--- config.mk ---
export PLATFORM = sky130hd
export DESIGN_NAME = snoop_top
export DESIGN_NICKNAME = d
export VERILOG_FILES = /design/src/hdl/snp_pkg.sv /design/src/hdl/snp_wr_if.sv /design/src/hdl/snp_iq_ctl.sv /design/src/hdl/snp_iq_data.sv /design/src/hdl/rdma_tag.sv /design/src/hdl/rdma_wbuf.sv /design/src/hdl/snp_issue.sv /design/src/hdl/snoop_top.sv
export SDC_FILE = /design/constraint.sdc
export NUM_CORES = 2
export LEC_CHECK = 0
export BUFFER_PORTS_ARGS = -buffer_cell sky130_fd_sc_hd__buf_4
export CAP_MARGIN = 15
export CORE_AREA = 4 4 417 419
export DETAILED_ROUTE_END_ITERATION = 16
export DIE_AREA = 0 0 421 423
export PLACE_DENSITY = 0.67
export SLEW_MARGIN = 10
export SYNTH_ARGS = -nofsm -noshare
export SYNTH_HDL_FRONTEND = slang
export SYNTH_SLANG_ARGS = --single-unit
--- constraint.sdc ---
create_clock -name rclk -period 9.7 [get_ports rclk]
set_input_delay 1.455 -clock rclk [delete_from_list [all_inputs] [get_ports rclk]]
set_output_delay 1.455 -clock rclk [all_outputs]
set_load 0.05 [all_outputs]
--- src/hdl/snp_pkg.sv ---
`default_nettype none

package snp_pkg;

   //////////////////////////////////////////////////////////////////////
   // stream and request encodings
   //////////////////////////////////////////////////////////////////////

   // one word of the snoop request stream
   typedef logic [31:0] word_t;

   // request type, carried in hdr1[31:30]
   typedef enum logic [1:0] {
      RQ_RD   = 2'd0,
      RQ_WR8  = 2'd1,
      RQ_WR64 = 2'd2
   } rq_type_t;

   // rdma write buffer line and word index
   typedef logic [1:0] wline_t;
   typedef logic [3:0] widx_t;

   // word counter of the request being received
   typedef logic [4:0] iq_cnt_t;

   //////////////////////////////////////////////////////////////////////
   // counter limits and buffer geometry
   //////////////////////////////////////////////////////////////////////

   // hdr1, hdr2, data1, data2
   localparam iq_cnt_t CNT_SHORT_LAST = 5'd3;
   // hdr1, hdr2, then sixteen data words
   localparam iq_cnt_t CNT_WR64_LAST  = 5'd17;

   localparam int WBUF_LINES = 4;
   localparam int WBUF_WORDS = 16;

endpackage

`default_nettype wire

--- src/hdl/snp_wr_if.sv ---
`timescale 1ns/1ps
`default_nettype none

interface snp_wr_if import snp_pkg::*; ();

   // write strobes, one per entry and field
   logic  hdr1_wen0;
   logic  hdr2_wen0;
   logic  data1_wen0;
   logic  data2_wen0;
   logic  hdr1_wen1;
   logic  hdr2_wen1;
   logic  data1_wen1;
   logic  data2_wen1;
   // stream word, one cycle behind the input
   word_t word_s0;
   // hdr1 just written is a WR64
   logic  rq_winv_s1;

   modport ctl (
      output hdr1_wen0, hdr2_wen0, data1_wen0, data2_wen0,
      output hdr1_wen1, hdr2_wen1, data1_wen1, data2_wen1,
      output word_s0,
      input  rq_winv_s1
   );

   modport iq (
      input  hdr1_wen0, hdr2_wen0, data1_wen0, data2_wen0,
      input  hdr1_wen1, hdr2_wen1, data1_wen1, data2_wen1,
      input  word_s0,
      output rq_winv_s1
   );

endinterface

`default_nettype wire

--- src/hdl/snp_iq_ctl.sv ---
`timescale 1ns/1ps
`default_nettype none

module snp_iq_ctl
   import snp_pkg::*;
(
   input  wire         rclk,
   input  wire         rst_n,
   input  wire         req_vld,
   input  wire word_t  req_word,
   input  wire         snpsel,
   input  wire wline_t wr_entry_s1,
   snp_wr_if.ctl       wr,
   output logic [1:0]  snpq_valid,
   output logic        rd_ptr,
   output wline_t      head_wline,
   output logic        rdmatag_wr_en_s2,
   output logic [15:0] rdma_wren_s2,
   output wline_t      rdma_wrwl_s2
);

   logic        req_vld_s0;
   iq_cnt_t     cnt;
   logic        cnt_rst;
   logic        winv_active_s2;
   logic        wr_ptr;
   logic [15:0] wen_s1;
   logic [15:0] wen_s2;
   wline_t      entry_s2;
   wline_t      entry_s2_d1;
   wline_t      entry_line [2];

   //////////////////////////////////////////////////////////////////////
   // s0 staging and word counter
   //////////////////////////////////////////////////////////////////////

   always_ff @(posedge rclk or negedge rst_n) begin
      if (!rst_n) begin
         req_vld_s0 <= 1'b0;
      end else begin
         req_vld_s0 <= req_vld;
      end
   end

   // word travels with the strobe into s0
   always_ff @(posedge rclk) begin
      wr.word_s0 <= req_word;
   end

   // last word of a short request or of a WR64
   assign cnt_rst = (winv_active_s2 && (cnt == CNT_WR64_LAST)) ||
                    (!winv_active_s2 && (cnt == CNT_SHORT_LAST));

   // idle at 0, starts on the strobe, runs without gaps to the last word
   always_ff @(posedge rclk or negedge rst_n) begin
      if (!rst_n) begin
         cnt <= '0;
      end else if (cnt_rst) begin
         cnt <= '0;
      end else if ((cnt != '0) || req_vld_s0) begin
         cnt <= cnt + 1'b1;
      end
   end

   // hdr1 type is known at count 1, holds until the next request's count 1
   always_ff @(posedge rclk or negedge rst_n) begin
      if (!rst_n) begin
         winv_active_s2 <= 1'b0;
      end else if (cnt == iq_cnt_t'(1)) begin
         winv_active_s2 <= wr.rq_winv_s1;
      end
   end

   // write pointer starts at entry 1, flips when a request completes
   always_ff @(posedge rclk or negedge rst_n) begin
      if (!rst_n) begin
         wr_ptr <= 1'b1;
      end else if (cnt_rst) begin
         wr_ptr <= ~wr_ptr;
      end
   end

   //////////////////////////////////////////////////////////////////////
   // queue write enables, entry x field
   //////////////////////////////////////////////////////////////////////

   assign wr.hdr1_wen0  = !wr_ptr && (cnt == iq_cnt_t'(0)) && req_vld_s0;
   assign wr.hdr2_wen0  = !wr_ptr && (cnt == iq_cnt_t'(1));
   assign wr.data1_wen0 = !wr_ptr && (cnt == iq_cnt_t'(2));
   assign wr.data2_wen0 = !wr_ptr && (cnt == iq_cnt_t'(3));

   assign wr.hdr1_wen1  = wr_ptr && (cnt == iq_cnt_t'(0)) && req_vld_s0;
   assign wr.hdr2_wen1  = wr_ptr && (cnt == iq_cnt_t'(1));
   assign wr.data1_wen1 = wr_ptr && (cnt == iq_cnt_t'(2));
   assign wr.data2_wen1 = wr_ptr && (cnt == iq_cnt_t'(3));

   //////////////////////////////////////////////////////////////////////
   // rdma tag and data buffer enables
   //////////////////////////////////////////////////////////////////////

   // line allocated while hdr2 is in s1
   assign rdmatag_wr_en_s2 = winv_active_s2 && (cnt == iq_cnt_t'(2));

   // decoded one cycle early, data word k sits in s0 at count k+2
   always_comb begin
      for (int k = 0; k < 16; k++) begin
         wen_s1[k] = (cnt == iq_cnt_t'(k + 1));
      end
   end

   always_ff @(posedge rclk or negedge rst_n) begin
      if (!rst_n) begin
         wen_s2 <= '0;
      end else begin
         wen_s2 <= wen_s1;
      end
   end

   // short requests never touch the buffer
   assign rdma_wren_s2 = wen_s2 & {16{winv_active_s2}};

   always_ff @(posedge rclk) begin
      entry_s2 <= wr_entry_s1;
   end

   // new line on the tag write, held for the remaining data words
   assign rdma_wrwl_s2 = rdmatag_wr_en_s2 ? entry_s2 : entry_s2_d1;

   always_ff @(posedge rclk or negedge rst_n) begin
      if (!rst_n) begin
         entry_s2_d1 <= '0;
      end else begin
         entry_s2_d1 <= rdma_wrwl_s2;
      end
   end

   // line owned by each queue entry, read at the head for freeing
   always_ff @(posedge rclk) begin
      if (rdmatag_wr_en_s2) begin
         entry_line[wr_ptr] <= entry_s2;
      end
   end

   assign head_wline = entry_line[rd_ptr];

   //////////////////////////////////////////////////////////////////////
   // valid bits and read pointer
   //////////////////////////////////////////////////////////////////////

   // set when the last word is written, cleared on issue
   always_ff @(posedge rclk or negedge rst_n) begin
      if (!rst_n) begin
         snpq_valid <= '0;
      end else begin
         snpq_valid[0] <= (snpq_valid[0] || (!wr_ptr && cnt_rst)) && !(!rd_ptr && snpsel);
         snpq_valid[1] <= (snpq_valid[1] || (wr_ptr && cnt_rst)) && !(rd_ptr && snpsel);
      end
   end

   // fifo order, starts at entry 1 like the write side
   always_ff @(posedge rclk or negedge rst_n) begin
      if (!rst_n) begin
         rd_ptr <= 1'b1;
      end else if (snpsel) begin
         rd_ptr <= ~rd_ptr;
      end
   end

endmodule

`default_nettype wire

--- src/hdl/snp_iq_data.sv ---
`timescale 1ns/1ps
`default_nettype none

module snp_iq_data
   import snp_pkg::*;
(
   input  wire   rclk,
   input  wire   rst_n,
   snp_wr_if.iq  wr,
   input  wire   rd_ptr,
   output word_t head_hdr1,
   output word_t head_hdr2,
   output word_t head_data1,
   output word_t head_data2
);

   word_t hdr1  [2];
   word_t hdr2  [2];
   word_t data1 [2];
   word_t data2 [2];

   // two entries, each field written by its own strobe
   always_ff @(posedge rclk) begin
      if (wr.hdr1_wen0) begin
         hdr1[0] <= wr.word_s0;
      end
      if (wr.hdr2_wen0) begin
         hdr2[0] <= wr.word_s0;
      end
      if (wr.data1_wen0) begin
         data1[0] <= wr.word_s0;
      end
      if (wr.data2_wen0) begin
         data2[0] <= wr.word_s0;
      end
      if (wr.hdr1_wen1) begin
         hdr1[1] <= wr.word_s0;
      end
      if (wr.hdr2_wen1) begin
         hdr2[1] <= wr.word_s0;
      end
      if (wr.data1_wen1) begin
         data1[1] <= wr.word_s0;
      end
      if (wr.data2_wen1) begin
         data2[1] <= wr.word_s0;
      end
   end

   // type of the hdr1 being written, ready for the count 1 capture
   always_ff @(posedge rclk or negedge rst_n) begin
      if (!rst_n) begin
         wr.rq_winv_s1 <= 1'b0;
      end else if (wr.hdr1_wen0 || wr.hdr1_wen1) begin
         wr.rq_winv_s1 <= (wr.word_s0[31:30] == RQ_WR64);
      end
   end

   // head of the queue
   assign head_hdr1  = hdr1[rd_ptr];
   assign head_hdr2  = hdr2[rd_ptr];
   assign head_data1 = data1[rd_ptr];
   assign head_data2 = data2[rd_ptr];

endmodule

`default_nettype wire

--- src/hdl/rdma_tag.sv ---
`timescale 1ns/1ps
`default_nettype none

module rdma_tag
   import snp_pkg::*;
(
   input  wire         rclk,
   input  wire         rst_n,
   input  wire         tag_wr_en,
   output wline_t      wr_entry_s1,
   input  wire         free_en,
   input  wire wline_t free_line
);

   logic [WBUF_LINES-1:0] used;
   wline_t                alloc_s2;

   // lowest free line, offered every cycle
   always_comb begin
      wr_entry_s1 = '0;
      for (int i = WBUF_LINES - 1; i >= 0; i--) begin
         if (!used[i]) begin
            wr_entry_s1 = wline_t'(i);
         end
      end
   end

   // the line the control stage staged one cycle ago,
   // so a free in between cannot split tag and data
   always_ff @(posedge rclk) begin
      alloc_s2 <= wr_entry_s1;
   end

   // allocate on the tag write, release when the WR64 issues
   always_ff @(posedge rclk or negedge rst_n) begin
      if (!rst_n) begin
         used <= '0;
      end else begin
         if (free_en) begin
            used[free_line] <= 1'b0;
         end
         if (tag_wr_en) begin
            used[alloc_s2] <= 1'b1;
         end
      end
   end

endmodule

`default_nettype wire

--- src/hdl/rdma_wbuf.sv ---
`timescale 1ns/1ps
`default_nettype none

module rdma_wbuf
   import snp_pkg::*;
(
   input  wire                  rclk,
   input  wire [WBUF_WORDS-1:0] wren,
   input  wire wline_t          wrwl,
   input  wire word_t           wdata,
   input  wire wline_t          rd_line,
   input  wire widx_t           rd_idx,
   output word_t               rd_data
);

   // four lines of sixteen words
   word_t mem [WBUF_LINES][WBUF_WORDS];

   //////////////////////////////////////////////////////////////////////
   // write port, one enable per word index
   //////////////////////////////////////////////////////////////////////

   always_ff @(posedge rclk) begin
      for (int k = 0; k < WBUF_WORDS; k++) begin
         if (wren[k]) begin
            mem[wrwl][k] <= wdata;
         end
      end
   end

   //////////////////////////////////////////////////////////////////////
   // read port
   //////////////////////////////////////////////////////////////////////

   // combinational, line and word chosen from outside
   assign rd_data = mem[rd_line][rd_idx];

endmodule

`default_nettype wire

--- src/hdl/snp_issue.sv ---
`timescale 1ns/1ps
`default_nettype none

module snp_issue
   import snp_pkg::*;
(
   input  wire         rclk,
   input  wire         rst_n,
   input  wire [1:0]   snpq_valid,
   input  wire         rd_ptr,
   input  wire         issue_stall,
   input  wire word_t  head_hdr1,
   input  wire word_t  head_hdr2,
   input  wire word_t  head_data1,
   input  wire word_t  head_data2,
   input  wire wline_t head_wline,
   output logic        snpsel,
   output logic        free_en,
   output wline_t      free_line,
   output logic        iss_vld,
   output word_t       iss_hdr1,
   output word_t       iss_hdr2,
   output word_t       iss_data1,
   output word_t       iss_data2,
   output wline_t      iss_wline
);

   // head goes whenever it is complete and the pipe is free
   assign snpsel = snpq_valid[rd_ptr] && !issue_stall;

   // a WR64 hands its buffer line back as it leaves the queue
   assign free_en   = snpsel && (head_hdr1[31:30] == RQ_WR64);
   assign free_line = head_wline;

   //////////////////////////////////////////////////////////////////////
   // c1 outputs, one cycle after the select
   //////////////////////////////////////////////////////////////////////

   always_ff @(posedge rclk or negedge rst_n) begin
      if (!rst_n) begin
         iss_vld <= 1'b0;
      end else begin
         iss_vld <= snpsel;
      end
   end

   always_ff @(posedge rclk) begin
      if (snpsel) begin
         iss_hdr1  <= head_hdr1;
         iss_hdr2  <= head_hdr2;
         iss_data1 <= head_data1;
         iss_data2 <= head_data2;
         iss_wline <= head_wline;
      end
   end

endmodule

`default_nettype wire

--- src/hdl/snoop_top.sv ---
`timescale 1ns/1ps
`default_nettype none

module snoop_top
   import snp_pkg::*;
(
   input  wire         rclk,
   input  wire         rst_n,
   input  wire         req_vld,
   input  wire word_t  req_word,
   input  wire         issue_stall,
   input  wire wline_t rd_line,
   input  wire widx_t  rd_idx,
   output logic        iq_dequeue,
   output logic        iss_vld,
   output word_t       iss_hdr1,
   output word_t       iss_hdr2,
   output word_t       iss_data1,
   output word_t       iss_data2,
   output wline_t      iss_wline,
   output word_t       rd_data
);

   wline_t      wr_entry_s1;
   logic [1:0]  snpq_valid;
   logic        rd_ptr;
   wline_t      head_wline;
   logic        tag_wr_en;
   logic [15:0] rdma_wren;
   wline_t      rdma_wrwl;
   word_t       head_hdr1;
   word_t       head_hdr2;
   word_t       head_data1;
   word_t       head_data2;
   logic        free_en;
   wline_t      free_line;

   // control to queue stage write path
   snp_wr_if wr_if ();

   //////////////////////////////////////////////////////////////////////
   // input side
   //////////////////////////////////////////////////////////////////////

   snp_iq_ctl ctl_inst (
      .rclk             (rclk),
      .rst_n            (rst_n),
      .req_vld          (req_vld),
      .req_word         (req_word),
      .snpsel           (iq_dequeue),
      .wr_entry_s1      (wr_entry_s1),
      .wr               (wr_if.ctl),
      .snpq_valid       (snpq_valid),
      .rd_ptr           (rd_ptr),
      .head_wline       (head_wline),
      .rdmatag_wr_en_s2 (tag_wr_en),
      .rdma_wren_s2     (rdma_wren),
      .rdma_wrwl_s2     (rdma_wrwl)
   );

   snp_iq_data iq_inst (
      .rclk       (rclk),
      .rst_n      (rst_n),
      .wr         (wr_if.iq),
      .rd_ptr     (rd_ptr),
      .head_hdr1  (head_hdr1),
      .head_hdr2  (head_hdr2),
      .head_data1 (head_data1),
      .head_data2 (head_data2)
   );

   rdma_tag tag_inst (
      .rclk        (rclk),
      .rst_n       (rst_n),
      .tag_wr_en   (tag_wr_en),
      .wr_entry_s1 (wr_entry_s1),
      .free_en     (free_en),
      .free_line   (free_line)
   );

   // WR64 data comes straight off the staged stream word
   rdma_wbuf wbuf_inst (
      .rclk    (rclk),
      .wren    (rdma_wren),
      .wrwl    (rdma_wrwl),
      .wdata   (wr_if.word_s0),
      .rd_line (rd_line),
      .rd_idx  (rd_idx),
      .rd_data (rd_data)
   );

   //////////////////////////////////////////////////////////////////////
   // issue side
   //////////////////////////////////////////////////////////////////////

   snp_issue issue_inst (
      .rclk        (rclk),
      .rst_n       (rst_n),
      .snpq_valid  (snpq_valid),
      .rd_ptr      (rd_ptr),
      .issue_stall (issue_stall),
      .head_hdr1   (head_hdr1),
      .head_hdr2   (head_hdr2),
      .head_data1  (head_data1),
      .head_data2  (head_data2),
      .head_wline  (head_wline),
      .snpsel      (iq_dequeue),
      .free_en     (free_en),
      .free_line   (free_line),
      .iss_vld     (iss_vld),
      .iss_hdr1    (iss_hdr1),
      .iss_hdr2    (iss_hdr2),
      .iss_data1   (iss_data1),
      .iss_data2   (iss_data2),
      .iss_wline   (iss_wline)
   );

endmodule

`default_nettype wire

## Yosys cells after proc, flatten, opt, wreduce, memory -nomap -nowiden

Memories as Yosys holds them, arrays and structs flattened. A register that Yosys moved wholly into a read port is not among the register bits.
Cells that the tools add are included.

- Bits in registers: 103
- Bits in latches: 0
- RAM bits: 2308
- ROM bits: 0
- Input bits: 42
- Word-level logic and storage cells: 176
- Memories kept: 6

Memories:

| name | depth | width | rd ports | clocked after Yosys merged registers in | write ports | line | source |
|---|---|---|---|---|---|---|---|
| wbuf_inst.mem | 4 | 512 | 1 | 0 | 1 | rdma_wbuf.sv:17 | `word_t mem [WBUF_LINES][WBUF_WORDS];` |
| iq_inst.data1 | 2 | 32 | 1 | 1 | 1 | snp_iq_data.sv:19 | `word_t data1 [2];` |
| iq_inst.data2 | 2 | 32 | 1 | 1 | 1 | snp_iq_data.sv:20 | `word_t data2 [2];` |
| iq_inst.hdr1 | 2 | 32 | 1 | 0 | 1 | snp_iq_data.sv:17 | `word_t hdr1 [2];` |
| iq_inst.hdr2 | 2 | 32 | 1 | 1 | 1 | snp_iq_data.sv:18 | `word_t hdr2 [2];` |
| ctl_inst.entry_line | 2 | 2 | 1 | 0 | 1 | snp_iq_ctl.sv:31 | `wline_t entry_line [2];` |

- Add/subtract/negate cells: 1
- Multiply operators: 0
- Divide/modulo/power cells: 0
- Order comparisons: 6
- Equal/unequal tests: 19
- Shift-type cells: 0
- Muxes and demuxes: 79
- Bitwise gates (word level): 7
- Reductions and logical operators: 42

Operator list:

| operator | number |
|---|---|
| 32-bit two-way mux | 6 |
| 32-bit binary-select mux with 4-bit select | 1 |
| 32-bit OR reduction | 4 |
| 1-bit two-way mux | 63 |
| 5-bit by 4-bit == test with 1-bit output (second input constant) | 8 |
| 1-bit logical AND | 23 |
| 5-bit by 3-bit == test with 1-bit output (second input constant) | 4 |
| 16-bit AND | 1 |
| 5-bit by 2-bit == test with 1-bit output (second input constant) | 2 |
| 5-bit == test (second input constant) | 2 |
| 5-bit two-way mux | 2 |
| 4-bit two-way mux | 2 |
| 1-bit zero test | 6 |
| 2-bit by 3-bit less-than comparator with 1-bit output (second input constant) | 2 |
| 2-bit two-way mux | 3 |
| 5-bit by 1-bit adder with 5-bit output (second input constant) | 1 |
| 5-bit by 1-bit == test with 1-bit output (second input constant) | 1 |
| 5-bit greater-or-equal comparator (second input constant) | 1 |
| 5-bit zero test | 1 |
| 1-bit logical OR | 5 |
| 4-bit NOT with 5-bit output | 1 |
| 5-bit nonzero test | 1 |
| 4-bit AND | 1 |
| 1-bit demux with 2-bit select | 2 |
| other kinds (8) | 11 |

## Longest topological paths before layout

An unclocked memory read counts as a cell.

- Word-level depth: 10
- Depth in mapped cells: 10
- Depth with buffers taken out: 7

## Cells and area by module

From an unflattened synthesis, not the netlist that was laid out.

- Cells, all modules: 3887
- Area, all modules: 93875.0 µm²

By module, submodules not included:

| module | times used | cells each | area each (µm²) | seq. area each (µm²) |
|---|---|---|---|---|
| rdma_wbuf | 1 | 3161 | 78122.4 | 61499.0 |
| snp_iq_data | 1 | 402 | 9352.7 | 7712.4 |
| snp_issue | 1 | 136 | 3972.6 | 3928.8 |
| snp_iq_ctl | 1 | 168 | 2188.3 | 1529.0 |
| rdma_tag | 1 | 20 | 239.0 | 140.1 |

## Worst setup path before layout

Ideal clock, no wire load.

- Path type: input-to-output
- Start: in issue_stall
- End: out iq_dequeue
- Arrival: 7.445 ns
- Slack: 0.800 ns
- Stages on the path: 1
- Cells stage by stage: nor2_1

- Word-level cells in the longest chain between the ends: 2

Ends and longest elaborated chain:

| item | line | source |
|---|---|---|
| from (decl) | snoop_top.sv:11 | `input wire issue_stall,` |
| 1-bit zero test | snp_issue.sv:29 | `assign snpsel = snpq_valid[rd_ptr] && !issue_stall;` |
| 1-bit logical AND | snp_issue.sv:29 |  |
| to (decl) | snoop_top.sv:14 | `output logic iq_dequeue,` |

Every way passes these cells.

## Worst setup path after layout

- Start: in rd_idx[1]
- End: out rd_data[11]

- Word-level cells in the longest chain between the ends: 4

Ends and longest elaborated chain:

| item | line | source |
|---|---|---|
| from (decl) | snoop_top.sv:13 | `input wire widx_t rd_idx,` |
| 4-bit NOT with 5-bit output (not written as such) | rdma_wbuf.sv:36 | `assign rd_data = mem[rd_line][rd_idx];` |
| 32-bit binary-select mux with 4-bit select | rdma_wbuf.sv:36 |  |
| 32-bit two-way mux (not written as such) (2 in a row) | rdma_wbuf.sv:36 |  |
| to (decl) | snoop_top.sv:21 | `output word_t rd_data` |

Every way passes these cells. The select of a mux whose other input is x is not followed.

==> metrics <==
status=finished clean; TritonCTS clock tree=yes; register area share after synthesis=0.803; Slew Limit Fails=0; CTS buffer count=238; MaxCap Viol Count=0; drt drc=0; Die Area=178,000 µm²; Max Used Layer=met5; Post-synth EDFFs=2,438; total track usage=0.258; maximum fanout along the worst path=42; gpl congestion=0.774; vias in the first global route=43,943; sw frac=0.239; Setup Slack @ Placement=3.06 ns; met3 routed WL=20,600 µm; VDD IR max=0.199 mV; clock transition at the registers of the reported paths=0.06 ns; skew final=0.0386 ns; vias=43,711; crit path capture type=primary output; RSZ-0062 raised after global routing=false; #FFs+latches synth=2,507; Synthesized Nets=3,989; worst setup path class=input pin to primary output; Synthesis Warnings=0; metal2 WL=112,000 µm; normalized max-slew margin=0.113; Fmax achieved=0.151 GHz; Combinational Power Share=0.099; setup TNS=0 ns; P_leak=0.0334 µW; fillers=11,319; synth top area cells=edfxtp_1 79%, mux4_2 14%, mux2_2 1.6%; Die Y=423 µm; post-CTS sizing=0; core area=171,000 µm²; startpoint types=input pin; NetSw=5700 µW; io pins=206; register share of total power=0.527; Cell Rows=152; Worst EP required=8.25 ns; Final WS setup=3.08 ns; global-route wire length before repair=325,000 µm; Initial Utilization=0.546; initial antenna violation count=14; HPWL after DPL=118,000 µm; clk buf depth=3; most common cell after layout, fill and taps aside=edfxtp_1; met1 wire length=88,000 µm; ys flop type=edfxtp_1; number of H-tree levels=4; final hold vios=0; area leader, netlist=edfxtp_1; Final setup viols=0; Port Buffer Count=205; Layout area overhead=13.7%; average routed wire per standard cell=33.8 µm; Clock power frac=0.374; worst-margin pin slew=1.33 ns; total gr overflow=0; fin nets=4,383; die width=421 µm; Root Buffer=clkbuf_16; Mapped Avg Cell Area=23.6 µm²; Data arrival, critical path=5.17 ns; number of vias per cell=6.45; post-synthesis cell count=3,942; Pint=18,100 µW; worst skew pair latency=0.88 ns; PD cells=225 nW/µm²; drt first-iter violations=6,124; Post-Syn Area=93,100 µm²; antenna-violating nets left=0; worst min-delay path category=register to register; post-route minimum period=6.62 ns; fin crit share=0.683; largest net degree at the start of global routing=107; fraction of layout cells with a size suffix above 1=0.327; area share of the largest cell type after synthesis=0.787; clk sink count=2,507; cts hold-fix bufs=0; Pre-antenna DRT Iters=5; commonest non-fill, non-tap cells in the layout=2,438 x edfxtp_1, 572 x mux4_2, 338 x buf_4, 241 x clkbuf_16, 131 x mux2_2; Post-CTS Setup Repair Bufs=0; post-synthesis async set-or-reset flop share=0.0140; post-synth cell types=47; drt total wl=229,000 µm
## synth_stat cells, types with 13 or more instances
cell type / count
a31oi_1: 16
a21oi_1: 13
buf_2: 41
o221ai_1: 20
nor2_1: 144
mux2i_1: 38
dfrtp_1: 33
mux2_2: 131
nand2_1: 70
mux4_2: 572
buf_4: 27
dfxtp_1: 34
edfxtp_1: 2438
nor3_1: 37
buf_1: 15
clkbuf_1: 106
o22ai_1: 92
## final timing paths
kind / slack, ns / cells past startpoint / end / start
worst min-delay path: 0.48 / 1 / tag_inst.alloc_s2[1]$_SDFF_PN0_ / tag_inst.used[2]$_DFF_PN0_
worst min register to register: 0.48 / 1 / tag_inst.alloc_s2[1]$_SDFF_PN0_ / tag_inst.used[2]$_DFF_PN0_
max in group asynchronous: 8.81 / 1 / ctl_inst.rd_ptr$_DFFE_PN1N_ / rst_n
min in group asynchronous: 0.53 / 1 / issue_inst.iss_vld$_DFF_PN0_ / rst_n
worst max register to register: 5.84 / 7 / wbuf_inst.mem[0][394]$_DFFE_PP_ / ctl_inst.cnt[2]$_DFFE_PN0P_
worst max-delay path: 3.08 / 9 / rd_data[11] / rd_idx[1]
## area by class of cell
cell class / count / area, µm² / share of cell area
clock inverter: 139 / 1230 / 0.0116
sequential: 2507 / 74800 / 0.707
timing repair buffer: 349 / 2740 / 0.0259
inverter: 10 / 37.5 / 0.000355
tap: 2233 / 2790 / 0.0264
multi-input combinational: 1230 / 17900 / 0.169
clock buffer: 306 / 6270 / 0.0593
antenna: 2 / 5.00 / 0.0000473
## critical path, stage by stage
cell and delay (ns):
buf_4 0.61, buf_4 0.61, buf_4 0.50, or3b_2 0.33, o221ai_1 0.16, a31oi_1 0.55, nor2_1 0.15, nor2_1 0.37
buf_4 0.28
## layer usage
layer	vias up	global-route usage
met3	378	0.0451
met4	2	0.0827
met1	23497	0.367
met5	-	0
met2	2324	0.414
li1	17510	-
## flip-flops by register name, summed over array words and instances, names as in the netlist, 4 cells and up
signal                flops
ctl_inst.wen_s2          16
tag_inst.used             4
issue_inst.iss_data2     32
iq_inst.hdr2             64
issue_inst.iss_data1     32
ctl_inst.entry_line       4
iq_inst.hdr1             64
iq_inst.data2            64
ctl_inst.wr.word_s0      32
ctl_inst.cnt              5
iq_inst.data1            64
issue_inst.iss_hdr2      32
issue_inst.iss_hdr1      32
wbuf_inst.mem          2048
## logic make-up (layout without fill, tap and decap cells)
| kind of cell | count (synthesis) | after routing | share of synthesized area |
|---|---|---|---|
| DFF | 2507 | 2507 | 0.803 |
| xor gates and xnor gates | 3 | 3 | 0.000282 |
| other | 0 | 2 | 0 |
| buffers and inverters | 205 | 804 | 0.0104 |
| and+or+nand+nor | 310 | 310 | 0.0146 |
| adders and majority gates | 5 | 5 | 0.000672 |
| AOI/OAI and AO/OA | 171 | 171 | 0.0122 |
| muxes | 741 | 741 | 0.158 |
## per-stage QoR
stage | cell area [µm²] | total power, µW | hold WS, ns | utilization | cells
3_3_place_gp | 98300 | 15100 | 0.455 | 0.576 | 6329
3_5_place_dp | 98300 | 15200 | 0.462 | 0.576 | 6329
4_1_cts | 106000 | 24000 | 0.471 | 0.620 | 6774
5_1_grt | 106000 | 24600 | 0.494 | 0.620 | 6774
2_1_floorplan | 93100 | 14300 | 0.436 | - | 3942
6_report | 106000 | 23800 | 0.476 | 0.620 | 6776
## power by group through the flow
stage / Sequential (µW) / Combinational (µW) / Clock [µW]
floorplan: 13100 / 1180 / 0
global placement: 12800 / 2370 / 0
detailed placement: 12800 / 2390 / 0
CTS: 12600 / 2400 / 9040
global route: 12600 / 2490 / 9520
finish: 12600 / 2370 / 8920
Note: power is estimated with default switching activity, not from simulation.
